File: src/common/lsu_config.svh
`ifndef LSU_CONFIG_SVH
`define LSU_CONFIG_SVH

// data path, address and axi data width
`define DATA_W 32

// one strobe bit per byte lane
`define STRB_W 4

// axi response field
`define RESP_W 2
`define AXI_RESP_OKAY 2'b00

// rv32i opcodes
`define OPC_LOAD 7'b0000011
`define OPC_STORE 7'b0100011

// data memory depth in words, power of two
`define DMEM_WORDS 1024

`endif

File: src/common/rv_mem_pkg.sv
`default_nettype none

`include "lsu_config.svh"

package rv_mem_pkg;

    typedef logic [`DATA_W-1:0] word_t;

    // one instruction word, two field layouts
    typedef union packed {
        struct packed {
            logic [11:0] imm;
            logic [4:0] rs1;
            logic [2:0] funct3;
            logic [4:0] rd;
            logic [6:0] opcode;
        } i_fmt;
        struct packed {
            logic [6:0] imm_hi;
            logic [4:0] rs2;
            logic [4:0] rs1;
            logic [2:0] funct3;
            logic [4:0] imm_lo;
            logic [6:0] opcode;
        } s_fmt;
    } inst_t;

    // funct3 access width codes
    localparam logic [2:0] F3_B = 3'b000;
    localparam logic [2:0] F3_H = 3'b001;
    localparam logic [2:0] F3_W = 3'b010;
    localparam logic [2:0] F3_BU = 3'b100;
    localparam logic [2:0] F3_HU = 3'b101;

endpackage

`default_nettype wire

File: src/lsu/lsu.sv
`timescale 1ns/1ps
`default_nettype none

`include "lsu_config.svh"

module lsu
    import rv_mem_pkg::*;
(
    input wire logic clk,
    input wire logic rst_n,
    input inst_t inst,
    input word_t raddr,
    input word_t waddr,
    input word_t ex_wdata,
    input wire logic wen,
    input wire logic req,
    input wire logic prev_valid,
    input wire logic next_ready,
    output logic this_ready,
    output logic this_valid,
    output logic lsu_pipe_ctrl_valid,
    output word_t lsu_rdata,
    // AR
    output word_t araddr,
    output logic arvalid,
    input wire logic arready,
    // R
    input word_t rdata,
    input wire logic [`RESP_W-1:0] rresp,
    input wire logic rvalid,
    output logic rready,
    // AW
    output word_t awaddr,
    output logic awvalid,
    input wire logic awready,
    // W
    output word_t wdata,
    output logic [`STRB_W-1:0] wstrb,
    output logic wvalid,
    input wire logic wready,
    // B
    input wire logic [`RESP_W-1:0] bresp,
    input wire logic bvalid,
    output logic bready
);

    logic busy;
    logic pass_through;

    // one transaction in flight, from address transfer to response transfer
    always_ff @(posedge clk) begin
        if (!rst_n) begin
            busy <= 1'b0;
        end else if ((arvalid && arready) || (awvalid && awready && wvalid && wready)) begin
            busy <= 1'b1;
        end else if ((rvalid && rready) || (bvalid && bready)) begin
            busy <= 1'b0;
        end
    end

    lsu_load_align u_load_align (
        .inst(inst),
        .byte_off(raddr[1:0]),
        .rdata(rdata),
        .load_data(lsu_rdata)
    );

    lsu_store_align u_store_align (
        .inst(inst),
        .byte_off(waddr[1:0]),
        .store_data(ex_wdata),
        .wdata(wdata),
        .wstrb(wstrb)
    );

    assign araddr = raddr;
    assign arvalid = req && prev_valid && !busy;
    assign rready = next_ready;

    // aw and w go out together
    assign awaddr = waddr;
    assign awvalid = wen && prev_valid && !busy;
    assign wvalid = wen && prev_valid && !busy;
    assign bready = next_ready;

    // neither load nor store, no memory access
    assign pass_through = !req && !wen && prev_valid;

    assign this_valid = (req && rvalid) || (wen && bvalid) || pass_through;
    assign this_ready = !prev_valid || (this_valid && next_ready);

    // stage occupied, seen by the stall controller
    assign lsu_pipe_ctrl_valid = prev_valid || busy || this_valid;

endmodule

`default_nettype wire

File: src/lsu/lsu_load_align.sv
`timescale 1ns/1ps
`default_nettype none

`include "lsu_config.svh"

module lsu_load_align
    import rv_mem_pkg::*;
(
    input inst_t inst,
    input wire logic [1:0] byte_off,
    input word_t rdata,
    output word_t load_data
);

    word_t shifted;

    // addressed byte moves down to lane 0
    assign shifted = rdata >> {byte_off, 3'b000};

    always_comb begin
        load_data = shifted;
        if (inst.i_fmt.opcode == `OPC_LOAD) begin
            case (inst.i_fmt.funct3)
                F3_B: begin
                    load_data = {{(`DATA_W-8){shifted[7]}}, shifted[7:0]};
                end
                F3_H: begin
                    load_data = {{(`DATA_W-16){shifted[15]}}, shifted[15:0]};
                end
                F3_BU: begin
                    load_data = {{(`DATA_W-8){1'b0}}, shifted[7:0]};
                end
                F3_HU: begin
                    load_data = {{(`DATA_W-16){1'b0}}, shifted[15:0]};
                end
                default: begin
                    // F3_W and reserved codes take the whole word
                    load_data = shifted;
                end
            endcase
        end
    end

endmodule

`default_nettype wire

File: src/lsu/lsu_store_align.sv
`timescale 1ns/1ps
`default_nettype none

`include "lsu_config.svh"

module lsu_store_align
    import rv_mem_pkg::*;
(
    input inst_t inst,
    input wire logic [1:0] byte_off,
    input word_t store_data,
    output word_t wdata,
    output logic [`STRB_W-1:0] wstrb
);

    logic [`STRB_W-1:0] base_strb;

    // data moves up to the addressed lane
    assign wdata = store_data << {byte_off, 3'b000};

    always_comb begin
        base_strb = '0;
        if (inst.s_fmt.opcode == `OPC_STORE) begin
            case (inst.s_fmt.funct3)
                F3_B: base_strb = `STRB_W'(4'b0001);
                F3_H: base_strb = `STRB_W'(4'b0011);
                F3_W: base_strb = `STRB_W'(4'b1111);
                default: base_strb = '0;
            endcase
        end
    end

    assign wstrb = base_strb << byte_off;

endmodule

`default_nettype wire

File: config.mk
export PLATFORM = sky130hd
export DESIGN_NAME = lsu
export DESIGN_NICKNAME = d
export VERILOG_FILES = /design/src/common/rv_mem_pkg.sv /design/src/lsu/lsu.sv /design/src/lsu/lsu_load_align.sv /design/src/lsu/lsu_store_align.sv
export VERILOG_INCLUDE_DIRS = /design/src /design/src/common
export SDC_FILE = /design/constraint.sdc
export NUM_CORES = 1
export LEC_CHECK = 0
export BUFFER_PORTS_ARGS = -buffer_cell sky130_fd_sc_hd__clkbuf_2
export CORE_AREA = 2 2 122 124
export DETAILED_ROUTE_END_ITERATION = 7
export DIE_AREA = 0 0 124 126
export MAX_ROUTING_LAYER = met4
export PLACE_DENSITY = 0.57
export SLEW_MARGIN = 10
export SYNTH_ARGS = -nofsm -noshare
export SYNTH_HDL_FRONTEND = slang
export SYNTH_HIERARCHICAL = 1
export SYNTH_SLANG_ARGS = --single-unit
File: constraint.sdc
create_clock -name clk -period 1.4 [get_ports clk]
set_input_delay 0.28 -clock clk [delete_from_list [all_inputs] [get_ports clk]]
set_output_delay 0.28 -clock clk [all_outputs]
set_load 0.01 [all_outputs]
* Word-level counts from Yosys, hierarchy flattened
Cells that the tools add are included.
Word-level totals: register bits after elaboration 1, latch bits 0, RAM bits 0, bits in read-only memories 0, output and inout bits 140, word-level logic and storage cells 44, memories kept 0
Operators by class: add/sub/neg operators 0, multipliers 0, div/mod/pow operators 0, magnitude comparators 0, equality and inequality tests 6, shift-type cells 3, muxes and demuxes 6, bitwise logic cells 0, reductions and logical operators 28
Operator list (number):
- $pmux 32 s4 | 1
- $mux 32 | 1
- $shl 32x5->32 | 1
- $shr 32x5->32 | 1
- $logic_and 1x1->1 | 15
- $pmux 4 s3 | 1
- $eq 7x2->1 const B | 1
- $eq 7x6->1 const B | 1
- $logic_or 1x1->1 | 7
- $eq 3x3->1 const B | 2
- $logic_not 1->1 | 4
- $mux 4 | 1
- $shl 4x2->4 | 1
- $eq 3x1->1 const B | 1
- $eq 3x2->1 const B | 1
- $logic_not 3->1 | 1
- $mux 1 | 2
- $reduce_bool 2->1 | 1

* Longest topological paths before layout
Gate-level depths: netlist (run 1).
depth in word-level cells 7, depth in mapped cells 6, mapped depth without buffers 3

* Cells and area by module
The synthesis (run 1) kept the hierarchy.
By module, submodules not included:
- lsu_load_align | times used 1, cells each 111, area each 875.8 um^2, seq. area each 0.0 um^2
- lsu_store_align | times used 1, cells each 95, area each 618.1 um^2, seq. area each 0.0 um^2
- lsu | times used 1, cells each 80, area each 603.1 um^2, seq. area each 20.0 um^2

* Worst setup path before layout (run 1)
No wires, ideal clock.
path type input port to output port, start input raddr[1], end output lsu_rdata[21], data arrival time 1414 ps, setup slack -294 ps, stages on the path 6, cell sequence clkbuf_2 > nor2b_1 > a22o_1 > buf_6 > buf_6 > o32ai_1
On the way: cells in the longest elaborated chain, start to end 3
RTL lines:
- start, declared | RTL line lsu.sv:12 | input word_t raddr,
- $shr 32x5->32 (*) | RTL line lsu_load_align.sv:18 | assign shifted = rdata >> {byte_off, 3'b000};
- $pmux 32 s4 | RTL line lsu_load_align.sv:23 | case (inst.i_fmt.funct3)
- $mux 32 (*) | RTL line lsu_load_align.sv:22 | if (inst.i_fmt.opcode == `OPC_LOAD) begin
- end, declared | RTL line lsu.sv:22 | output word_t lsu_rdata,
Mark *: on every way between the ends. The rest lies on a longest branch, timed or not.

* Worst setup path in the final report (run 1)
start input inst[6] (netlist bit), end output lsu_rdata[14]
On the way: cells in the longest elaborated chain, start to end 2
RTL lines:
- start, declared | RTL line lsu.sv:11 | input inst_t inst,
- $eq 7x2->1 (no line)
- $mux 32 | RTL line lsu_load_align.sv:22
No other way between the ends.

==> results.json, run 1 <==
{
  "vdd_ir_drop_max_v": 0.0001460,
  "avgSynthCellArea_um2": 7.332,
  "post_route_cells_drive_above_1_share_pct": 72.04,
  "report.final.slew_viol_count": 0,
  "netlist_area_before_placement_um2": 2097,
  "min-delay-start": "busy",
  "count_of_standard_cell_rows": 44,
  "global_route_wire_length_before_repair_mm": 13.96,
  "seq_area_frac_synth_pct": 0.9547,
  "finish.net_count": 599,
  "ys_seq_elements": 1,
  "hold_path_endpoint": "busy",
  "power_per_cell_area_nw_per_um2": 339.3,
  "cap_viol_max_count": 0,
  "finish.instance_area_um2": 3862,
  "synth_largest_type_area_fraction_pct": 24.70,
  "complex_gate_fraction_of_the_synthesized_area_pct": 28.52,
  "setup_ws_ns": -0.4667,
  "layout_worst_path_cycle_share_pct": 133.3,
  "synth_adder_area_share_pct": 0,
  "depth_of_the_worst_register_to_register_path": 3,
  "synth_top_cells_by_area": "sky130_fd_sc_hd__buf_4, sky130_fd_sc_hd__mux2i_1, sky130_fd_sc_hd__o32ai_1",
  "max_freq_mhz": 535.7,
  "via_per_instance_ratio": 4.343,
  "first_pass_iters": 4,
  "grt_overflow_total": 0,
  "cp.required_ns": 1.12,
  "place.detailed.hpwl_mm": 7.877,
  "die_area_um2": 15620,
  "outcome": "complete, but fails checks",
  "post_synth_num_cell_types": 45,
  "overall_global_routing_usage_pct": 11.81,
  "layout_top_registers": "busy (1)",
  "largest_register_ffs": 1,
  "post_synth_inst_count": 286,
  "setup-violations-final": 37,
  "design.core.area_um2": 14310,
  "final_routed_wire_length_divided_by_cell_count_um": 16.28,
  "synth.yosys.warnings": 6,
  "failing_checks": "setup timing",
  "finalClockSkew_ns": 0,
  "synth_commonest_cells": "sky130_fd_sc_hd__buf_4, sky130_fd_sc_hd__mux2i_1, sky130_fd_sc_hd__nor2b_1",
  "post-route-drc-count": 0,
  "totalNegativeSetupSlack_ns": -11.80,
  "antenna_violations_before_repair": 0,
  "synth_xor_xnor_area_share_pct": 0,
  "synth_largest_area_cell": "sky130_fd_sc_hd__buf_4",
  "chipHeight_um": 126,
  "hold_path_depth": 2,
  "post_synth_mux_area_share_pct": 17.18,
  "worstPathArrival_ns": 1.59,
  "slew-limit-headroom_pct": 76.62,
  "leakagePower_nw": 1.762,
  "clkLatencyLatePin_ns": 0,
  "placed_cell_area_um2": 3077,
  "place_worst_setup_slack_ns": -0.5784,
  "insertedDiodeCount": 0,
  "worst_setup_path_start_kind": "primary input",
  "syn2layout_area_growth_pct": 84.19,
  "rsz0062_at_grt": "yes",
  "clk_pin_slew_ns": 0,
  "gpl.final_weighted_congestion": 0.7919,
  "floorplan.initialDensity_pct": 14.65,
  "ant_nets": 0,
  "reg_with_most_ffs": "busy",
  "main_combinational_cell_family_by_area_after_synthesis": "buffers and inverters",
  "worst-r2r-setup-slack_ns": 0.66,
  "timing.critical_path.to_type": "output pin",
  "final_hold_viols": 0,
  "layout_fillers": 1589,
  "synth.net_count": 461,
  "dr_total_vias": 2632,
  "ioPinCount": 315,
  "first_global_vias": 2508,
  "dr.first_iter.drc_count": 49,
  "r2r_start": "busy",
  "asyncSetResetFlopFracSynth_pct": 0,
  "numPortBuffers": 168,
  "max_slew.worst_pin.slew_ns": 0.3491,
  "hold_class": "reg -> reg",
  "floorplan.die.width_um": 124,
  "utilization_pct": 26.98,
  "cts_hold_buf": 0,
  "post-synth-top-count-cell": "sky130_fd_sc_hd__buf_4",
  "synth_edf_count": 0,
  "setup.worst_path.class": "in -> out",
  "route.final.wire_length_mm": 9.865,
  "ys_dominant_reg_cell": "sky130_fd_sc_hd__dfxtp_1",
  "synth_simple_gate_area_share_pct": 20.76,
  "layout_min_cycle_time_ns": 1.867,
  "pin_count_of_the_biggest_net_entering_global_routing": 28,
  "path_max_fanout": 7,
  "r2r-end": "busy"
}
==> layer usage <==
metal	wire [um]	GRT usage, %
met5	0	-
met4	146	1.983
met2	5112	21.75
met1	3817	13.73
met3	788	1.404
==> worst max path at each step <==
stage / start / cells after the start / to / slack [ns]
after floorplan: raddr[1] / 6 / lsu_rdata[21] / -0.21
after global placement: raddr[0] / 6 / lsu_rdata[8] / -0.53
after detailed placement: raddr[0] / 6 / lsu_rdata[8] / -0.58
after CTS: inst[3] / 6 / lsu_rdata[8] / -0.46
after global routing: inst[6] / 6 / lsu_rdata[14] / -0.51
final: inst[6] / 6 / lsu_rdata[14] / -0.47
==> where the power goes <==
part / internal (mW) / leakage [nW] / switching (mW)
combinational: 0.661 / 1.75 / 0.618
clock: 0 / 0 / 0
sequential: 0.0309 / 0.00820 / 0.00107
==> logic make-up after synthesis <==
logic type	count (synthesis)
buffers and inverters	98
AO/OA/AOI/OAI	84
AND/OR/NAND/NOR	69
multiplexers	34
flip-flops	1
==> layout by cell type (no fill, tap or decap), types with 2 or more instances in the layout <==
master,netlist,routed
sky130_fd_sc_hd__o22ai_4,0,4
sky130_fd_sc_hd__a211oi_2,0,7
sky130_fd_sc_hd__buf_16,0,3
sky130_fd_sc_hd__o32ai_4,0,5
sky130_fd_sc_hd__buf_12,0,16
sky130_fd_sc_hd__and2_1,10,10
sky130_fd_sc_hd__buf_4,69,32
sky130_fd_sc_hd__a21oi_2,0,8
sky130_fd_sc_hd__a211oi_1,18,11
sky130_fd_sc_hd__buf_6,4,18
sky130_fd_sc_hd__a22oi_2,0,2
sky130_fd_sc_hd__inv_1,10,10
sky130_fd_sc_hd__clkbuf_16,0,2
sky130_fd_sc_hd__a22oi_1,6,4
sky130_fd_sc_hd__o21ai_0,5,5
sky130_fd_sc_hd__mux2i_1,27,15
sky130_fd_sc_hd__buf_2,11,20
sky130_fd_sc_hd__nor2b_2,1,5
sky130_fd_sc_hd__nor3_2,0,2
sky130_fd_sc_hd__buf_8,1,2
sky130_fd_sc_hd__o32ai_2,0,12
sky130_fd_sc_hd__nor2b_1,19,15
sky130_fd_sc_hd__o22ai_2,0,3
sky130_fd_sc_hd__mux2_2,6,6
sky130_fd_sc_hd__mux2i_4,0,7
sky130_fd_sc_hd__nor2_1,11,11
sky130_fd_sc_hd__nand2_1,11,11
sky130_fd_sc_hd__nand3_2,1,2
sky130_fd_sc_hd__and4bb_2,2,2
sky130_fd_sc_hd__o21ai_1,5,5
sky130_fd_sc_hd__clkbuf_2,1,130
sky130_fd_sc_hd__mux2i_2,0,5
sky130_fd_sc_hd__a21oi_1,16,8
==> cell type report <==
cell class	instances	area [um2]	area share [%]
flip-flops and latches	1	20.02	0.5183
well taps	184	230.2	5.960
inverters	10	37.54	0.9718
repair buffers	224	1690	43.76
multi-input cells	187	1884	48.79
==> worst max-delay path, stage by stage <==
cell and delay [ns]:
sky130_fd_sc_hd__buf_8 0.10, sky130_fd_sc_hd__or4_4 0.58, sky130_fd_sc_hd__nor3_4 0.24, sky130_fd_sc_hd__buf_12 0.17
sky130_fd_sc_hd__o22ai_2 0.07, sky130_fd_sc_hd__buf_2 0.14
==> timing repair <==
action                                  in CTS  in global routing
endpoints found under the setup margin      57                 44
pin swaps                                   23                 11
cloned                                       3                  0
resized for setup                           66                 76
buffers inserted                            10                  3
==> per-stage QoR <==
step                      instances  total power [mW]  hold slack (ns)
final                           606             1.311           0.4841
after global routing            606             1.410           0.5261
after CTS                       604             1.236           0.4848
after detailed placement        593             1.034           0.4865
after global placement          593             1.035           0.4912
after floorplan                 286            0.7200           0.4187
(Power assumes the default switching activity.)
==> inputs of run 2 (changes only) <==
--- a/config.mk
+++ b/config.mk
@@ -7,11 +7,12 @@
 export NUM_CORES = 1
 export LEC_CHECK = 0
 export BUFFER_PORTS_ARGS = -buffer_cell sky130_fd_sc_hd__clkbuf_2
-export CORE_AREA = 2 2 122 124
+export CORE_AREA = 2 2 123 125
+export CTS_BUF_LIST = sky130_fd_sc_hd__clkbuf_2 sky130_fd_sc_hd__clkbuf_4 sky130_fd_sc_hd__clkbuf_8
 export DETAILED_ROUTE_END_ITERATION = 7
-export DIE_AREA = 0 0 124 126
+export DIE_AREA = 0 0 125 127
 export MAX_ROUTING_LAYER = met4
-export PLACE_DENSITY = 0.57
+export PLACE_DENSITY = 0.56
 export SLEW_MARGIN = 10
 export SYNTH_ARGS = -nofsm -noshare
 export SYNTH_HDL_FRONTEND = slang
==> results.json, run 2 (synthesis results as in run 1) <==
{
  "outcome": "complete, but fails checks",
  "failing_checks": "setup timing",
  "hold_class": "reg -> reg",
  "overall_global_routing_usage_pct": 10.47,
  "worst-r2r-setup-slack_ns": 0.62,
  "netSwitchingPower_uw": 611.0,
  "vdd_ir_drop_max_v": 0.0001343,
  "reg_with_most_ffs": "busy",
  "place_worst_setup_slack_ns": -0.5660,
  "pin_count_of_the_biggest_net_entering_global_routing": 18,
  "design.core.area_um2": 14420,
  "placed_cell_area_um2": 3169,
  "setup_ws_ns": -0.5007,
  "post_route_cells_drive_above_1_share_pct": 75.34,
  "depth_of_the_worst_register_to_register_path": 3,
  "first_global_vias": 2526,
  "gpl.final_weighted_congestion": 0.7878,
  "rsz0062_at_grt": "yes",
  "slew-limit-headroom_pct": 68.32,
  "path_max_fanout": 17,
  "ioPinCount": 315,
  "max_freq_mhz": 526.1,
  "r2r-end": "busy",
  "cp.required_ns": 1.12,
  "seq_power_share_pct": 2.4,
  "via_per_instance_ratio": 4.344,
  "utilization_pct": 27.68,
  "ant_nets": 0,
  "cpMaxStageDelayCell": "sky130_fd_sc_hd__nor4_4",
  "path_cells": "buf_6 > buf_6 > nor4_4 > nand3_2 > buf_12 > o32ai_1 > buf_2",
  "worst_setup_path_start_kind": "primary input",
  "die_area_um2": 15880,
  "finalClockSkew_ns": 0,
  "layout_worst_path_cycle_share_pct": 135.8,
  "part_of_the_power_in_the_clock_network_pct": 0,
  "clk_pin_slew_ns": 0,
  "dr.first_iter.drc_count": 115,
  "leakagePower_nw": 1.859,
  "overall_power_mw": 1.317,
  "fin_worst_hold_slack_ns": 0.5014,
  "chipHeight_um": 127,
  "most_common_cell_after_layout_fill_and_taps_aside": "sky130_fd_sc_hd__clkbuf_2",
  "p_int_uw": 706.3,
  "numPortBuffers": 168,
  "floorplan.die.width_um": 125,
  "post-route-drc-count": 0,
  "layout_min_cycle_time_ns": 1.901,
  "finish.net_count": 615,
  "hold_path_endpoint": "busy",
  "timing.critical_path.to_type": "output pin",
  "netSwitchingFraction_pct": 46.38,
  "clkLatencyLatePin_ns": 0,
  "finish.instance_area_um2": 3993,
  "crit_path_frequent_cell": "sky130_fd_sc_hd__buf_6",
  "syn2layout_area_growth_pct": 90.39,
  "report.final.slew_viol_count": 0,
  "setup-violations-final": 51,
  "layout_top_registers": "busy (1)",
  "cts_hold_buf": 0,
  "final_routed_wire_length_divided_by_cell_count_um": 15.35,
  "route.final.wire_length_mm": 9.548,
  "floorplan.initialDensity_pct": 14.54,
  "setup.worst_path.class": "in -> out",
  "final_hold_viols": 0,
  "first_pass_iters": 4,
  "global_route_wire_length_before_repair_mm": 13.57,
  "power_per_cell_area_nw_per_um2": 330.0,
  "logic_pwr_share_pct": 97.6,
  "max_slew.worst_pin.slew_ns": 0.4743,
  "cap_viol_max_count": 0,
  "dr_total_vias": 2702,
  "insertedDiodeCount": 0,
  "worst_path_largest_cell_delay_ns": 0.32,
  "count_of_standard_cell_rows": 44,
  "grt_overflow_total": 0,
  "place.detailed.hpwl_mm": 7.240,
  "layout_common_cells": "sky130_fd_sc_hd__clkbuf_2, sky130_fd_sc_hd__buf_2, sky130_fd_sc_hd__buf_4",
  "antenna_violations_before_repair": 0,
  "min-delay-start": "busy",
  "r2r_start": "busy",
  "largest_register_ffs": 1,
  "hold_path_depth": 2,
  "worstPathArrival_ns": 1.62
}
## run 2: cell count changes in the layout (fill, tap and decap cells not counted), sizes merged
| cell | previous run | this run |
|---|---|---|
| buf | 91 | 136 |
| clkbuf | 133 | 104 |
## run 2: layer usage
| metal | GRT usage [%] | vias to the layer above | wire, um |
|---|---|---|---|
| li1 | - | 1283 | - |
| met1 | 12.53 | 1257 | 3647 |
| met2 | 18.32 | 134 | 4861 |
| met3 | 1.549 | 28 | 721 |
| met4 | 3.072 | 0 | 317 |
| met5 | - | - | 0 |
## run 2: worst max path at each step
stage                        start       endpoint  slack (ns)  cells after the start
after detailed placement   inst[2]  lsu_rdata[23]       -0.57                      7
after global placement     inst[2]  lsu_rdata[23]       -0.59                      7
after CTS                  inst[6]  lsu_rdata[23]       -0.52                      7
final                      inst[6]  lsu_rdata[18]       -0.50                      7
after floorplan           raddr[1]  lsu_rdata[21]       -0.21                      6
after global routing       inst[6]  lsu_rdata[23]       -0.56                      7
## run 2: critical path: cells and delay by family
kind / cells / cell delay (ns)
buf+inv: 4 / 0.58
simple gates: 2 / 0.45
compound gates: 1 / 0.30
## run 2: layout make-up
type	instances	area, um2
multi-input cells	187	1906
inverters	10	37.54
flip-flops and latches	1	20.02
well taps	184	230.2
repair buffers	240	1799
fillers	1558	10430
## run 2: metrics by stage
stage	TNS (ns)	instances
6_report	-12.77	622
5_1_grt	-16.11	622
4_1_cts	-13.65	611
3_5_place_dp	-14.57	602
3_3_place_gp	-14.92	602
2_1_floorplan	-4.591	286
## run 2: timing repair
item                       4_1_cts  5_1_grt
setup endpoints to repair       54       55
cloned                           3        1
setup buffers                    6       17
pin swaps                       14       23
gates resized for setup         52      158
## run 2: power groups by stage
stage               sequential, mW  combinational, mW  clock, mW
finish                      0.0322               1.29          0
CTS                         0.0322               1.13          0
global placement            0.0322              0.996          0
detailed placement          0.0321              0.998          0
global route                0.0324               1.37          0
floorplan                   0.0317              0.688          0
==> inputs of run 3 (changes only) <==
--- a/config.mk
+++ b/config.mk
@@ -7,10 +7,10 @@
 export NUM_CORES = 1
 export LEC_CHECK = 0
 export BUFFER_PORTS_ARGS = -buffer_cell sky130_fd_sc_hd__clkbuf_2
-export CORE_AREA = 2 2 123 125
+export CORE_AREA = 2 2 121 123
 export CTS_BUF_LIST = sky130_fd_sc_hd__clkbuf_2 sky130_fd_sc_hd__clkbuf_4 sky130_fd_sc_hd__clkbuf_8
 export DETAILED_ROUTE_END_ITERATION = 7
-export DIE_AREA = 0 0 125 127
+export DIE_AREA = 0 0 123 125
 export MAX_ROUTING_LAYER = met4
 export PLACE_DENSITY = 0.56
 export SLEW_MARGIN = 10
@@ -18,3 +18,4 @@
 export SYNTH_HDL_FRONTEND = slang
 export SYNTH_HIERARCHICAL = 1
 export SYNTH_SLANG_ARGS = --single-unit
+export TNS_END_PERCENT = 10
==> constraint.sdc (replaced) <==
create_clock -name clk -period 1.8 [get_ports clk]
set_input_delay 0.36 -clock clk [delete_from_list [all_inputs] [get_ports clk]]
set_output_delay 0.36 -clock clk [all_outputs]
set_load 0.01 [all_outputs]
==> results.json, run 3 <==
{
  "first_global_vias": 2478,
  "synth_edf_count": 0,
  "avgSynthCellArea_um2": 7.332,
  "overall_global_routing_usage_pct": 11.06,
  "ys_seq_elements": 1,
  "first-error": "[ERROR DRT-0255] Maze Route cannot find path of net waddr[5] in worker of routeBox ( 96600 0 ) ( 123000 48300 ).",
  "cts_hold_buf": 0,
  "post_synth_inst_count": 286,
  "antenna_violations_before_repair": 0,
  "total_instance_count_after_detailed_placement": 586,
  "seq_area_frac_synth_pct": 0.9547,
  "synth_simple_gate_area_share_pct": 20.76,
  "complex_gate_fraction_of_the_synthesized_area_pct": 28.52,
  "netlist_area_before_placement_um2": 2097,
  "ioPinCount": 315,
  "synth_xor_xnor_area_share_pct": 0,
  "synth_largest_area_cell": "sky130_fd_sc_hd__buf_4",
  "synth.net_count": 461,
  "chipHeight_um": 125,
  "synth_adder_area_share_pct": 0,
  "post_synth_mux_area_share_pct": 17.18,
  "post_synth_num_cell_types": 45,
  "global_route_wire_length_before_repair_mm": 13.14,
  "timing.grt.repair.worst_endpoint": "lsu_rdata[21]",
  "floorplan.die.width_um": 123,
  "numPortBuffers": 168,
  "place.detailed.hpwl_mm": 8.355,
  "floorplan.initialDensity_pct": 14.76,
  "main_combinational_cell_family_by_area_after_synthesis": "buffers and inverters",
  "synth_largest_type_area_fraction_pct": 24.70,
  "pin_count_of_the_biggest_net_entering_global_routing": 25,
  "post-synth-top-count-cell": "sky130_fd_sc_hd__buf_4",
  "gpl.final_weighted_congestion": 0.8073,
  "synth_top_cells_by_area": "sky130_fd_sc_hd__buf_4, sky130_fd_sc_hd__mux2i_1, sky130_fd_sc_hd__o32ai_1",
  "worst-ep-kind": "primary output",
  "flow.stopped_at": "5_2_route",
  "count_of_standard_cell_rows": 44,
  "asyncSetResetFlopFracSynth_pct": 0,
  "ys_dominant_reg_cell": "sky130_fd_sc_hd__dfxtp_1",
  "synth_commonest_cells": "sky130_fd_sc_hd__buf_4, sky130_fd_sc_hd__mux2i_1, sky130_fd_sc_hd__nor2b_1",
  "place_worst_setup_slack_ns": -0.3496,
  "grt_overflow_total": 0,
  "outcome": "stopped before the end",
  "synth.yosys.warnings": 6
}
[run 3: per-stage QoR]
step           area, um2  setup TNS (ns)
3_5_place_dp        2830          -6.544
2_1_floorplan       2097         -0.5432
3_3_place_gp        2830          -6.358
4_1_cts             2955          -5.529
5_1_grt             3088          -6.394
[run 3: cell families after synthesis]
group / count (synthesis)
AND/OR/NAND/NOR: 69
AO/OA/AOI/OAI: 84
flip-flops: 1
multiplexers: 34
buffers and inverters: 98
[run 3: per-layer routing]
layer  track usage (%)
met1             11.57
met2             21.42
met3             1.004
met4             3.275
met5                 -
[run 3: timing repair]
item                                    4_1_cts  5_1_grt
endpoints found under the setup margin       29       28
setup buffers                                 1        2
resized for setup                            22       24
pin swaps                                     6        4
==> inputs of run 4 (changes only) <==
--- a/config.mk
+++ b/config.mk
@@ -7,12 +7,10 @@
 export NUM_CORES = 1
 export LEC_CHECK = 0
 export BUFFER_PORTS_ARGS = -buffer_cell sky130_fd_sc_hd__clkbuf_2
-export CORE_AREA = 2 2 121 123
-export CTS_BUF_LIST = sky130_fd_sc_hd__clkbuf_2 sky130_fd_sc_hd__clkbuf_4 sky130_fd_sc_hd__clkbuf_8
+export CORE_AREA = 2 2 123 125
 export DETAILED_ROUTE_END_ITERATION = 7
-export DIE_AREA = 0 0 123 125
-export MAX_ROUTING_LAYER = met4
-export PLACE_DENSITY = 0.56
+export DIE_AREA = 0 0 125 127
+export PLACE_DENSITY_LB_ADDON = 0.15
 export SLEW_MARGIN = 10
 export SYNTH_ARGS = -nofsm -noshare
 export SYNTH_HDL_FRONTEND = slang
==> results.json, run 4 (synthesis results as in run 1) <==
{
  "max_slew.worst_pin.slew_ns": 0.3402,
  "outcome": "complete, but fails checks",
  "power_per_cell_area_nw_per_um2": 260.2,
  "finish.instance_area_um2": 3199,
  "largest_register_ffs": 1,
  "vdd_ir_drop_max_v": 0.00008195,
  "reg_with_most_ffs": "busy",
  "placed_cell_area_um2": 2873,
  "setup_ws_ns": -0.2028,
  "timing.critical_path.to_type": "output pin",
  "hold_path_endpoint": "busy",
  "post_route_cells_drive_above_1_share_pct": 62.19,
  "part_of_the_power_in_the_clock_network_pct": 0,
  "pin_count_of_the_biggest_net_entering_global_routing": 23,
  "cap_viol_max_count": 0,
  "min-delay-start": "busy",
  "grt_overflow_total": 0,
  "worstPathArrival_ns": 1.64,
  "layout_common_cells": "sky130_fd_sc_hd__clkbuf_2, sky130_fd_sc_hd__buf_4, sky130_fd_sc_hd__mux2i_1",
  "rsz0062_at_grt": "yes",
  "cp.required_ns": 1.44,
  "chipHeight_um": 127,
  "netSwitchingPower_uw": 416.4,
  "path_max_fanout": 7,
  "max_freq_mhz": 499.3,
  "place_worst_setup_slack_ns": -0.3323,
  "design.core.area_um2": 14420,
  "first_global_vias": 2530,
  "worst-r2r-setup-slack_ns": 1.04,
  "leakagePower_nw": 1.537,
  "final_routed_wire_length_divided_by_cell_count_um": 15.09,
  "total_instance_count_after_detailed_placement": 585,
  "ioPinCount": 315,
  "global_route_wire_length_before_repair_mm": 13.31,
  "finish.net_count": 579,
  "insertedDiodeCount": 0,
  "hold_path_depth": 2,
  "setup-violations-final": 24,
  "first_pass_iters": 4,
  "count_of_standard_cell_rows": 44,
  "netSwitchingFraction_pct": 50.02,
  "clk_pin_slew_ns": 0,
  "hold_class": "reg -> reg",
  "dr_total_vias": 2555,
  "floorplan.initialDensity_pct": 14.54,
  "worst_setup_path_start_kind": "primary input",
  "cts_hold_buf": 0,
  "floorplan.die.width_um": 125,
  "dr.first_iter.drc_count": 40,
  "final_hold_viols": 0,
  "r2r-end": "busy",
  "finalClockSkew_ns": 0,
  "route.final.wire_length_mm": 8.845,
  "utilization_pct": 22.18,
  "logic_pwr_share_pct": 97.0,
  "layout_min_cycle_time_ns": 2.003,
  "die_area_um2": 15880,
  "depth_of_the_worst_register_to_register_path": 3,
  "r2r_start": "busy",
  "post-route-drc-count": 0,
  "p_int_uw": 416.0,
  "failing_checks": "setup timing",
  "seq_power_share_pct": 3.0,
  "ant_nets": 0,
  "overall_global_routing_usage_pct": 9.982,
  "clkLatencyLatePin_ns": 0,
  "most_common_cell_after_layout_fill_and_taps_aside": "sky130_fd_sc_hd__clkbuf_2",
  "place.detailed.hpwl_mm": 7.578,
  "via_per_instance_ratio": 4.360,
  "non_filler_instances": 586,
  "gpl.final_weighted_congestion": 0.7979,
  "layout_top_registers": "busy (1)",
  "layout_worst_path_cycle_share_pct": 111.3,
  "slew-limit-headroom_pct": 77.22,
  "totalNegativeSetupSlack_ns": -3.708,
  "setup.worst_path.class": "in -> out",
  "syn2layout_area_growth_pct": 52.57,
  "numPortBuffers": 168,
  "report.final.slew_viol_count": 0,
  "antenna_violations_before_repair": 0
}
==> run 4: how the worst max path moves through the flow <==
stage / start / end / slack (ns)
finish: inst[5] / lsu_rdata[12] / -0.20
global route: inst[2] / lsu_rdata[18] / -0.25
CTS: inst[3] / lsu_rdata[12] / -0.21
detailed placement: inst[13] / lsu_rdata[18] / -0.33
global placement: inst[13] / lsu_rdata[18] / -0.32
floorplan: raddr[1] / lsu_rdata[21] / -0.05
==> run 4: per-stage QoR <==
stage | hold slack [ns] | power (mW)
after floorplan | 0.4585 | 0.5277
after global placement | 0.4895 | 0.7576
after detailed placement | 0.4984 | 0.7580
after CTS | 0.4880 | 0.8032
after global routing | 0.5123 | 0.9027
final | 0.4809 | 0.8323
==> run 4: routing by layer <==
| metal | wire [um] | share of wire (%) | GRT usage (%) |
|---|---|---|---|
| met1 | 3480 | 39 | 11.49 |
| met2 | 4552 | 51 | 19.73 |
| met3 | 673 | 7.6 | 1.675 |
| met4 | 139 | 1.6 | 1.242 |
| met5 | 0 | 0 | 0 |
==> run 4: final cells by class <==
cell class	count	area (um2)
fill	1610	11220
timing repair buffer	204	1280
sequential	1	20.02
tap	184	230.2
multi-input combinational	187	1632
inverter	10	37.54
==> run 4: timing repair <==
item | 4_1_cts | 5_1_grt
pin swaps | 15 | 4
gates resized for setup | 26 | 45
setup endpoints to repair | 28 | 32
setup buffers | 1 | 0
==> run 4: power groups by stage <==
stage / clock network [mW] / logic (mW) / registers (mW)
after floorplan: 0 / 0.503 / 0.0247
after global placement: 0 / 0.733 / 0.0249
after detailed placement: 0 / 0.733 / 0.0250
after CTS: 0 / 0.778 / 0.0249
after global routing: 0 / 0.878 / 0.0250
final: 0 / 0.807 / 0.0249
==> run 4: critical path, stage by stage <==
cell and delay, ns:
sky130_fd_sc_hd__buf_6 0.10, sky130_fd_sc_hd__or4_4 0.57, sky130_fd_sc_hd__nor3_4 0.22, sky130_fd_sc_hd__buf_12 0.17, sky130_fd_sc_hd__o22ai_4 0.07, sky130_fd_sc_hd__buf_8 0.14
